File: src/common/ctrlPkg.sv
`default_nettype none

package ctrlPkg;

    // ==================================================
    // field widths
    // ==================================================
    localparam int opW    = 6;   // instr[31:26]
    localparam int functW = 6;   // instr[5:0]
    localparam int rtW    = 5;   // instr[20:16]
    localparam int aluOpW = 6;
    localparam int dmOpW  = 3;

    // opcode field, only the kept ones
    typedef enum logic [opW-1:0] {
        OP_RTYPE  = 6'd0,
        OP_REGIMM = 6'd1,    // bltz / bgez, picked by rt
        OP_J      = 6'd2,
        OP_JAL    = 6'd3,
        OP_BEQ    = 6'd4,
        OP_BNE    = 6'd5,
        OP_BLEZ   = 6'd6,
        OP_BGTZ   = 6'd7,
        OP_ADDI   = 6'd8,
        OP_LUI    = 6'd15,
        OP_LB     = 6'd32,
        OP_LH     = 6'd33,
        OP_LW     = 6'd35,
        OP_SB     = 6'd40,
        OP_SH     = 6'd41,
        OP_SW     = 6'd43
    } opcodeT;

    // function field under OP_RTYPE
    typedef enum logic [functW-1:0] {
        FN_JR   = 6'd8,
        FN_MFHI = 6'd16,
        FN_MTHI = 6'd17,
        FN_MFLO = 6'd18,
        FN_MTLO = 6'd19
    } functT;

    // rt values under OP_REGIMM
    localparam logic [rtW-1:0] rtBgez = 5'd1;
    localparam logic [rtW-1:0] rtBltz = 5'd0;   // any rt other than rtBgez lands here

    // alu operation, same numbering the alu decodes
    typedef enum logic [aluOpW-1:0] {
        ALU_AND  = 6'd0,
        ALU_ADD  = 6'd2,
        ALU_MTHI = 6'd10,
        ALU_MTLO = 6'd11,
        ALU_MFHI = 6'd12,
        ALU_MFLO = 6'd13,
        ALU_BEQ  = 6'd16,
        ALU_BGTZ = 6'd17,
        ALU_BGEZ = 6'd18,
        ALU_BLEZ = 6'd19,
        ALU_BLTZ = 6'd20,
        ALU_BNE  = 6'd21,
        ALU_LUI  = 6'd32    // imm << 16
    } aluOpT;

    // data memory access size and direction
    typedef enum logic [dmOpW-1:0] {
        WORD_LOAD  = 3'd0,
        WORD_STORE = 3'd1,
        BYTE_LOAD  = 3'd2,
        BYTE_STORE = 3'd3,
        HALF_LOAD  = 3'd4,
        HALF_STORE = 3'd5
    } dmOpT;

    // regfile write data mux, code 2 unused
    typedef enum logic [1:0] {
        FROM_RESULT = 2'd0,   // memtoReg mux output
        FROM_R31    = 2'd1,
        FROM_PC4    = 2'd3
    } writeDstT;

    // ==================================================
    // structs
    // ==================================================
    typedef struct packed {
        opcodeT           op;
        logic [rtW-1:0]   rt;
        functT            funct;
    } instrFieldsT;

    typedef struct packed {
        logic     regDst;      // 1: rd, 0: rt
        logic     branch;
        logic     memRead;
        logic     memtoReg;    // 1: alu result, 0: dmem data
        logic     memWrite;
        logic     aluSrc2;     // 1: immExt on alu B
        logic     regWrite;
        logic     signExt;     // 0: zero extend
        logic     jump;
        writeDstT writeDst;
        aluOpT    aluControl;
        dmOpT     dmControl;
    } ctrlWordT;

    // all zero, also the reset value of the id/ex register
    localparam ctrlWordT ctrlIdle = '{
        regDst: 1'b0, branch: 1'b0, memRead: 1'b0, memtoReg: 1'b0,
        memWrite: 1'b0, aluSrc2: 1'b0, regWrite: 1'b0, signExt: 1'b0,
        jump: 1'b0, writeDst: FROM_RESULT, aluControl: ALU_AND,
        dmControl: WORD_LOAD
    };

    // fallback word for unknown opcodes and function codes
    localparam ctrlWordT ctrlAndWord = '{
        regDst: 1'b1, branch: 1'b0, memRead: 1'b0, memtoReg: 1'b1,
        memWrite: 1'b0, aluSrc2: 1'b0, regWrite: 1'b1, signExt: 1'b0,
        jump: 1'b0, writeDst: FROM_RESULT, aluControl: ALU_AND,
        dmControl: WORD_LOAD
    };

endpackage

`default_nettype wire

File: src/hw/decode/opDecoder.sv
`default_nettype none

module opDecoder (
    input  ctrlPkg::opcodeT           op,
    input  logic [ctrlPkg::rtW-1:0]   rt,
    output ctrlPkg::ctrlWordT         opCtrl,
    output logic                      isRType
);
    import ctrlPkg::*;

    dmOpT  dmSel;       // access size per load/store opcode
    aluOpT branchOp;    // compare op per branch opcode

    // ==================================================
    // per-opcode sub codes
    // ==================================================
    always_comb begin
        case (op)
            OP_LB:   dmSel = BYTE_LOAD;
            OP_LH:   dmSel = HALF_LOAD;
            OP_SW:   dmSel = WORD_STORE;
            OP_SB:   dmSel = BYTE_STORE;
            OP_SH:   dmSel = HALF_STORE;
            default: dmSel = WORD_LOAD;   // lw, lui
        endcase
    end

    always_comb begin
        case (op)
            OP_BNE:    branchOp = ALU_BNE;
            OP_BGTZ:   branchOp = ALU_BGTZ;
            OP_BLEZ:   branchOp = ALU_BLEZ;
            // regimm splits on rt, only rt==1 is bgez
            OP_REGIMM: branchOp = (rt == rtBgez) ? ALU_BGEZ : ALU_BLTZ;
            default:   branchOp = ALU_BEQ;
        endcase
    end

    // ==================================================
    // main decode
    // ==================================================
    always_comb begin
        opCtrl = ctrlIdle;    // unlisted fields stay 0
        case (op)
            OP_RTYPE: begin
                // funct decoder owns this word, keep idle
                opCtrl = ctrlIdle;
            end
            OP_LW, OP_LB, OP_LH: begin
                opCtrl.memRead    = 1'b1;
                opCtrl.aluSrc2    = 1'b1;    // base + offset
                opCtrl.regWrite   = 1'b1;
                opCtrl.signExt    = 1'b1;
                opCtrl.aluControl = ALU_ADD;
                opCtrl.dmControl  = dmSel;
            end
            OP_LUI: begin
                opCtrl.memtoReg   = 1'b1;    // result straight from alu
                opCtrl.aluSrc2    = 1'b1;
                opCtrl.regWrite   = 1'b1;
                opCtrl.signExt    = 1'b1;
                opCtrl.aluControl = ALU_LUI;
                opCtrl.dmControl  = dmSel;
            end
            OP_SW, OP_SB, OP_SH: begin
                opCtrl.memWrite   = 1'b1;
                opCtrl.aluSrc2    = 1'b1;
                opCtrl.signExt    = 1'b1;
                opCtrl.aluControl = ALU_ADD;  // address calc
                opCtrl.dmControl  = dmSel;
            end
            OP_BEQ, OP_BNE, OP_BGTZ, OP_BLEZ, OP_REGIMM: begin
                opCtrl.branch     = 1'b1;
                opCtrl.signExt    = 1'b1;    // offset is signed
                opCtrl.aluControl = branchOp;
            end
            OP_J: begin
                opCtrl.jump    = 1'b1;
                opCtrl.signExt = 1'b1;
            end
            OP_JAL: begin
                opCtrl.jump     = 1'b1;
                opCtrl.signExt  = 1'b1;
                opCtrl.writeDst = FROM_R31;  // link into $31
            end
            OP_ADDI: begin
                opCtrl.memtoReg   = 1'b1;
                opCtrl.aluSrc2    = 1'b1;
                opCtrl.regWrite   = 1'b1;
                opCtrl.signExt    = 1'b1;
                opCtrl.aluControl = ALU_ADD;
            end
            default: opCtrl = ctrlAndWord;   // unknown opcode
        endcase
    end

    assign isRType = (op == OP_RTYPE);

    // pc select can only take one of the two
    always_comb begin
        assert #0 (!(opCtrl.branch && opCtrl.jump))
            else $error("opDecoder: branch and jump both set for op %0d", op);
    end

endmodule

`default_nettype wire

File: src/hw/decode/functDecoder.sv
`default_nettype none

module functDecoder (
    input  ctrlPkg::functT    funct,
    output ctrlPkg::ctrlWordT rCtrl
);
    import ctrlPkg::*;

    // ==================================================
    // r-type decode
    // ==================================================
    // hi/lo moves share the and word, only the alu code differs
    always_comb begin
        rCtrl = ctrlAndWord;
        case (funct)
            FN_MTHI: begin
                rCtrl.aluControl = ALU_MTHI;   // rs -> hi
            end
            FN_MTLO: begin
                rCtrl.aluControl = ALU_MTLO;   // rs -> lo
            end
            FN_MFHI: begin
                rCtrl.aluControl = ALU_MFHI;   // hi -> rd
            end
            FN_MFLO: begin
                rCtrl.aluControl = ALU_MFLO;   // lo -> rd
            end
            FN_JR: begin
                // target comes from R[rs] via the pc mux
                rCtrl         = ctrlIdle;
                rCtrl.jump    = 1'b1;
                rCtrl.signExt = 1'b1;
            end
            default: begin
                rCtrl = ctrlAndWord;            // any other funct
            end
        endcase
    end

endmodule

`default_nettype wire

File: src/hw/ctrlMerge.sv
`default_nettype none

module ctrlMerge (
    input  logic              Clk,
    input  logic              rstN,
    input  logic              instrValid,
    input  logic              isRType,
    input  ctrlPkg::ctrlWordT opCtrl,
    input  ctrlPkg::ctrlWordT rCtrl,
    output ctrlPkg::ctrlWordT ctrl,
    output logic              ctrlValid
);
    import ctrlPkg::*;

    ctrlWordT nextCtrl;   // chosen decoder word

    // r-type words come from the funct decoder
    assign nextCtrl = isRType ? rCtrl : opCtrl;

    // ==================================================
    // id/ex control register
    // ==================================================
    always_ff @(posedge Clk or negedge rstN) begin
        if (!rstN) begin
            ctrl      <= ctrlIdle;
            ctrlValid <= 1'b0;
        end else begin
            ctrlValid <= instrValid;     // one cycle, every cycle
            if (instrValid) begin
                ctrl <= nextCtrl;        // hold otherwise
            end
        end
    end

    // ==================================================
    // checks
    // ==================================================
    // loads and stores never overlap at the ex stage
    memRdWrExcl: assert property (@(posedge Clk) disable iff (!rstN)
        ctrlValid |-> !(ctrl.memRead && ctrl.memWrite))
        else $error("ctrlMerge: memRead and memWrite both set");

    validKnown: assert property (@(posedge Clk) disable iff (!rstN)
        !$isunknown(ctrlValid))
        else $error("ctrlMerge: ctrlValid unknown");

endmodule

`default_nettype wire

File: src/hw/ctrlUnit.sv
`default_nettype none

module ctrlUnit (
    input  logic                Clk,
    input  logic                rstN,
    input  logic                instrValid,
    input  ctrlPkg::instrFieldsT instr,
    output ctrlPkg::ctrlWordT   ctrl,
    output logic                ctrlValid
);
    import ctrlPkg::*;

    ctrlWordT opCtrl;   // opcode path
    ctrlWordT rCtrl;    // funct path
    logic     isRType;

    // both decoders run in parallel, merge picks one
    opDecoder u_opDecoder (
        .op      (instr.op),
        .rt      (instr.rt),
        .opCtrl  (opCtrl),
        .isRType (isRType)
    );

    functDecoder u_functDecoder (
        .funct (instr.funct),
        .rCtrl (rCtrl)
    );

    ctrlMerge u_ctrlMerge (
        .Clk        (Clk),
        .rstN       (rstN),
        .instrValid (instrValid),
        .isRType    (isRType),
        .opCtrl     (opCtrl),
        .rCtrl      (rCtrl),
        .ctrl       (ctrl),
        .ctrlValid  (ctrlValid)
    );

endmodule

`default_nettype wire

File: config.mk
export PLATFORM = sky130hd
export DESIGN_NAME = ctrlUnit
export DESIGN_NICKNAME = d
export VERILOG_FILES = /design/src/common/ctrlPkg.sv /design/src/hw/decode/opDecoder.sv /design/src/hw/decode/functDecoder.sv /design/src/hw/ctrlMerge.sv /design/src/hw/ctrlUnit.sv
export SDC_FILE = /design/constraint.sdc
export NUM_CORES = 1
export LEC_CHECK = 0
export ABC_AREA = 1
export CAP_MARGIN = 10
export CORE_ASPECT_RATIO = 1.5
export CORE_MARGIN = 2
export CORE_UTILIZATION = 35
export DETAILED_ROUTE_END_ITERATION = 16
export DONT_BUFFER_PORTS = 1
export PLACE_DENSITY = 0.58
export SLEW_MARGIN = 20
export SYNTH_ARGS = -nofsm -noshare
export SYNTH_HDL_FRONTEND = slang
export SYNTH_SLANG_ARGS = --single-unit
File: constraint.sdc
create_clock -name Clk -period 1.1 [get_ports Clk]
set_input_delay 0.22 -clock Clk [delete_from_list [all_inputs] [get_ports Clk]]
set_output_delay 0.22 -clock Clk [all_outputs]
set_load 0.005 [all_outputs]
# --- After elaboration in Yosys (flattened, before gate mapping) ---
# Index checks and enable logic that the tools add are counted.
word_totals:
  regBits: 21
  memories: 0
  rom_bits: 0
  latchBits: 0
  out_inout_bits: 21
  in_bits: 20
  ram_bits: 0
classes:
  n_addsub: 0
  shifts: 0
  reduce_logical: 11
  mul: 0
  n_eq_ne: 21
  n_lt_le_gt_ge: 0
  n_mux: 18
  bitwise_logic: 0
  n_div: 0
op_table:
  columns: ["cell", "count"]
  rows:
  - ["== test 6 bit (second input constant)", 6]
  - ["== test 6 x 3 -> 1 bit (second input constant)", 4]
  - ["== test 6 x 5 -> 1 bit (second input constant)", 4]
  - ["case mux 6 bit (4 select lines)", 1]
  - ["two-way mux 20 bit", 1]
  - ["== test 6 x 4 -> 1 bit (second input constant)", 3]
  - ["case mux 6 bit (3 select lines)", 1]
  - ["case mux 4 bit (4 select lines)", 1]
  - ["case mux 3 bit (5 select lines)", 1]
  - ["OR reduction 15 bit", 1]
  - ["OR reduction 7 bit", 2]
  - ["OR reduction 13 bit", 1]
  - ["== test 6 x 2 -> 1 bit (second input constant)", 2]
  - ["two-way mux 11 bit", 1]
  - ["two-way mux 1 bit", 10]
  - ["OR reduction 10 bit", 1]
  - ["OR reduction 8 bit", 1]
  - ["== test 6 x 1 -> 1 bit (second input constant)", 1]
  - ["zero test 6 bit", 1]
  - ["two-way mux 3 bit", 2]
  - ["OR reduction 3 bit", 2]
  - ["== test 5 x 1 -> 1 bit (second input constant)", 1]
  - ["OR reduction 5 bit", 1]
  - ["OR reduction 2 bit", 1]

# --- Depth between registers and ports, before layout ---
logic_depth:
  word_depth: 5
  mapped_depth: 9
  ltp_nobuf: 9

# --- By module ---
# From an unflattened synthesis, not the netlist that was laid out.
hier_totals:
  hier_cells: 279
  hier_area_um2: 1682.9
modules_own_cells:
  columns: ["mod", "cells_per_inst", "area_each_um2", "n_inst"]
  rows:
  - ["ctrlMerge", 171, 1141.1, 1]
  - ["opDecoder", 72, 326.6, 1]
  - ["functDecoder", 36, 215.2, 1]

# --- Worst setup path before layout ---
# OpenSTA, ideal clock, no wires.
synth_timing:
  path_kind: "input to register"
  startpoint: "input instr[15] in the netlist's numbering"
  endpoint: "register u_ctrlMerge.ctrl[11] (netlist name)"
  cell_stages: 6
  n_path_buf: 0
  arrival_ns: 0.828
  slack_ns: 0.144
  cell_sequence: "nor2_4 nand3_2 nor2_4 nand2_2 nand2_1 o21ai_0"
synth_via:
  elab_chain_len: 4
  word_cells_on_any_way: 6
  cone_classes: "eq/ne (2); mux (2); reduce/logical (2)"
synth_rtl:
  columns: ["item", "line", "text"]
  rows:
  - ["from (decl)", "ctrlUnit.sv:7", "input ctrlPkg::instrFieldsT instr,"]
  - ["== test 6 x 2 -> 1 bit", "opDecoder.sv:44", "case (op)"]
  - ["OR reduction 2 bit (no source line)", null, null]
  - ["two-way mux 1 bit", "opDecoder.sv:44", null]
  - ["two-way mux 20 bit *", "ctrlMerge.sv:18", "assign nextCtrl = isRType ? rCtrl : opCtrl;"]
# Every way passes the cells marked *; elsewhere a longest branch is shown, timed or not.
# A chain may end at the register's enable or synchronous reset.

# --- Worst setup path in the final report ---
layout_timing:
  startpoint: "register u_ctrlMerge.ctrl[12] (netlist name)"
  endpoint: "output ctrl[12] in the netlist's numbering"
layout_lines:
  columns: ["item", "line", "text"]
  rows:
  - ["to (decl)", "ctrlUnit.sv:8", "output ctrlPkg::ctrlWordT ctrl,"]
# No word-level cell between the ends.

==> flow_metrics.env <==
export IMPL_status="finished, violations left"
export IMPL_violations="hold timing"
export IMPL_finalSetupViolCount=0
export IMPL_path_class="register to primary output"
export IMPL_yosys_area_share_xor_xnor=0
export IMPL_num_antenna_cells=0
export IMPL_synthMuxAreaShare=0
export IMPL_syn_inst=136
export IMPL_dp_cells=175
export IMPL_fin_cells=179
export IMPL_top_usage_layer="met2"
export IMPL_netlist_area_leader_share=0.480
export IMPL_cts_path_max_buffers=2
export IMPL_synth_fa_ha_area_frac=0
export IMPL_dieWidth_um=48.6
export IMPL_die_y_um=70.9
export IMPL_fin_worst_skew_ns=0
export IMPL_cp_num_cells=0
export IMPL_synth_compound_area_share=0.0791
export IMPL_reg2reg_depth=2
export IMPL_io_pins=41
export IMPL_required_ns=0.88
export IMPL_setup_tns_ns=0
export IMPL_dieArea_um2=3440
export IMPL_cts_buffers=3
export IMPL_clock_latency_ns=0.25
export IMPL_grt_pass1_vias=876
export IMPL_synth_most_common_cell="nand2_1"
export IMPL_min_period_ns=0.883
export IMPL_gp_congestion=0.926
export IMPL_yosysUniqueCellTypes=24
export IMPL_cts_sinks=20
export IMPL_powerDensity_nw_per_um2=1200
export IMPL_grt_ovfl_total=0
export IMPL_syn_cell_area_um2=1040
export IMPL_path_clk_slew_ns=0.07
export IMPL_synth_nets=156
export IMPL_use_met2=0.264
export IMPL_grt_util_all_layers=0.149
export IMPL_post_drt_via_cell_ratio=4.94
export IMPL_synth_seq_area_share=0.480
export IMPL_dp_hpwl_mm=1.96
export IMPL_slew_violations=0
export IMPL_syn_area_per_cell_um2=7.67
export IMPL_yosys_area_top_type="dfrtp_1"
export IMPL_rows=24
export IMPL_post_place_ws_ns=0.0876
export IMPL_drive_gt1_frac=0.136
export IMPL_nNetsFinal=162
export IMPL_drtPass1Iterations=4
export IMPL_ys_flop_type="dfrtp_1"
export IMPL_start_util=0.362
export IMPL_p_leak_nw=0.603
export IMPL_synth_top_family_by_area="simple AND/OR/NAND/NOR gates"
export IMPL_antenna_found_initial=0
export IMPL_drc=0
export IMPL_hold_viol=20
export IMPL_root_buffer="clkbuf_8"
export IMPL_grt_max_degree=21
export IMPL_min_path_type="primary input to asynchronous set/reset pin"
export IMPL_final_area_um2=1170
export IMPL_ys_ff_latch=20
export IMPL_end_kind="primary output"
export IMPL_holdBufCountCts=1
export IMPL_start_kind="register"
export IMPL_gr_usage_met1=0.170
export IMPL_place_area_um2=1120
export IMPL_cts_htree_levels=1
export IMPL_worst_slack_ns=0.217
export IMPL_synthArstFlopShare=1.00
export IMPL_synth_simple_area_share=0.367
export IMPL_postLayoutCoreUtil=0.407
export IMPL_wl_per_cell_um=13.3
export IMPL_met3_usage=0.0274
export IMPL_arrival_ns=0.66
export IMPL_syn_to_final_growth_pct=12.5
export IMPL_rsz0062_at_grt="no"
export IMPL_ir_drop_mv=0.505
export IMPL_fin_crit_sh=0.803
export IMPL_ctsResizeCount=0
export IMPL_cts_tree="yes"
export IMPL_cp_max_fo=2
export IMPL_fmax_mhz=1130
export IMPL_ys_warn_count=0
export IMPL_drt_iter0_drc=12
export IMPL_totalWireLength_mm=2.38
export IMPL_io_buffer_count=0
export IMPL_coreArea_um2=2880
export IMPL_netlist_top_cells_area="dfrtp_1 48%, nand2_1 17%, nand3_1 4.8%, inv_1 4.3%, nor2_1 4.3%"
export IMPL_whs_ns=-0.346
export IMPL_maxCapViolations=0
export IMPL_synth_edf_count=0
export IMPL_synth_commonest_cells="48 x nand2_1, 20 x dfrtp_1, 12 x inv_1, 12 x nor2_1, 10 x nand3_1"
export IMPL_ant_nets=0
export IMPL_grt_pass1_wl_mm=4.01
export IMPL_route_vias_total=884
sequential cells by signal (all words and copies together) (netlist names):
register	count
u_ctrlMerge.ctrl	19
u_ctrlMerge.ctrlValid	1
cell type report:
| class | count | area (um^2) |
|---|---|---|
| fillers | 326 | 1710 |
| flip-flops and latches | 20 | 500 |
| multi-input cells | 99 | 469 |
| repair buffers | 5 | 65.1 |
| inverters | 13 | 48.8 |
| well taps | 39 | 48.8 |
| clock buffers | 3 | 41.3 |
kinds of logic after synthesis:
family | Yosys count
other | 1
AOI/OAI and AO/OA | 13
buffers and inverters | 17
DFF | 20
and+or+nand+nor | 85
stage by stage:
step | power [mW] | hold WS, ns
3_5_place_dp | 0.949 | -0.0751
4_1_cts | 1.41 | -0.349
5_1_grt | 1.47 | -0.361
2_1_floorplan | 0.908 | -0.0756
3_3_place_gp | 0.947 | -0.0751
6_report | 1.40 | -0.346
layer usage:
layer | up-vias | routed length [um]
met4 | 0 | 52
met2 | 32 | 1270
met5 | - | 0
met3 | 5 | 128
li1 | 440 | -
met1 | 407 | 922
worst paths after layout:
| check | startpoint | endpoint | slack, ns |
|---|---|---|---|
| min in group Clk | instr[0] | u_ctrlMerge.ctrl[5]$_DFFE_PN0P_ | 0.07 |
| setup / recovery | u_ctrlMerge.ctrl[12]$_DFFE_PN0P_ | ctrl[12] | 0.22 |
| setup reg to reg | u_ctrlMerge.ctrl[3]$_DFFE_PN0P_ | u_ctrlMerge.ctrl[3]$_DFFE_PN0P_ | 0.36 |
| hold reg to reg | u_ctrlMerge.ctrl[0]$_DFFE_PN0P_ | u_ctrlMerge.ctrl[0]$_DFFE_PN0P_ | 0.51 |
| max in group asynchronous | rstN | u_ctrlMerge.ctrl[19]$_DFFE_PN0P_ | 1.38 |
| hold / removal | rstN | u_ctrlMerge.ctrl[12]$_DFFE_PN0P_ | -0.35 |
cells in the final DEF, fill, tap and decap left out:
cell,count
or2_2,2
nand2_1,48
o31ai_1,1
buf_4,2
nor2_2,2
nand4_1,4
o21ai_1,1
clkbuf_8,3
dlygate4sd3_1,1
o21ai_0,5
o211ai_2,1
nand2_2,2
nor3_1,1
inv_1,12
buf_12,2
nor2_1,12
o21ai_2,1
nand3b_1,1
a21oi_1,3
dfrtp_1,20
o311ai_0,1
nand3_1,10
nand3_2,1
conb_1,1
inv_2,1
nor2_4,2
where the power goes:
part           switching (mW)  internal [mW]  leakage, nW
sequential             0.0271          0.770        0.263
combinational          0.0789         0.0597        0.318
clock                   0.224          0.244       0.0216
total                   0.330           1.07        0.603
what timing repair did:
action                                 4_1_cts  5_1_grt
endpoints found under the hold margin       21       20
setup endpoints to repair                    0        0
setup buffers                                0        0
(Power assumes the default switching activity.)
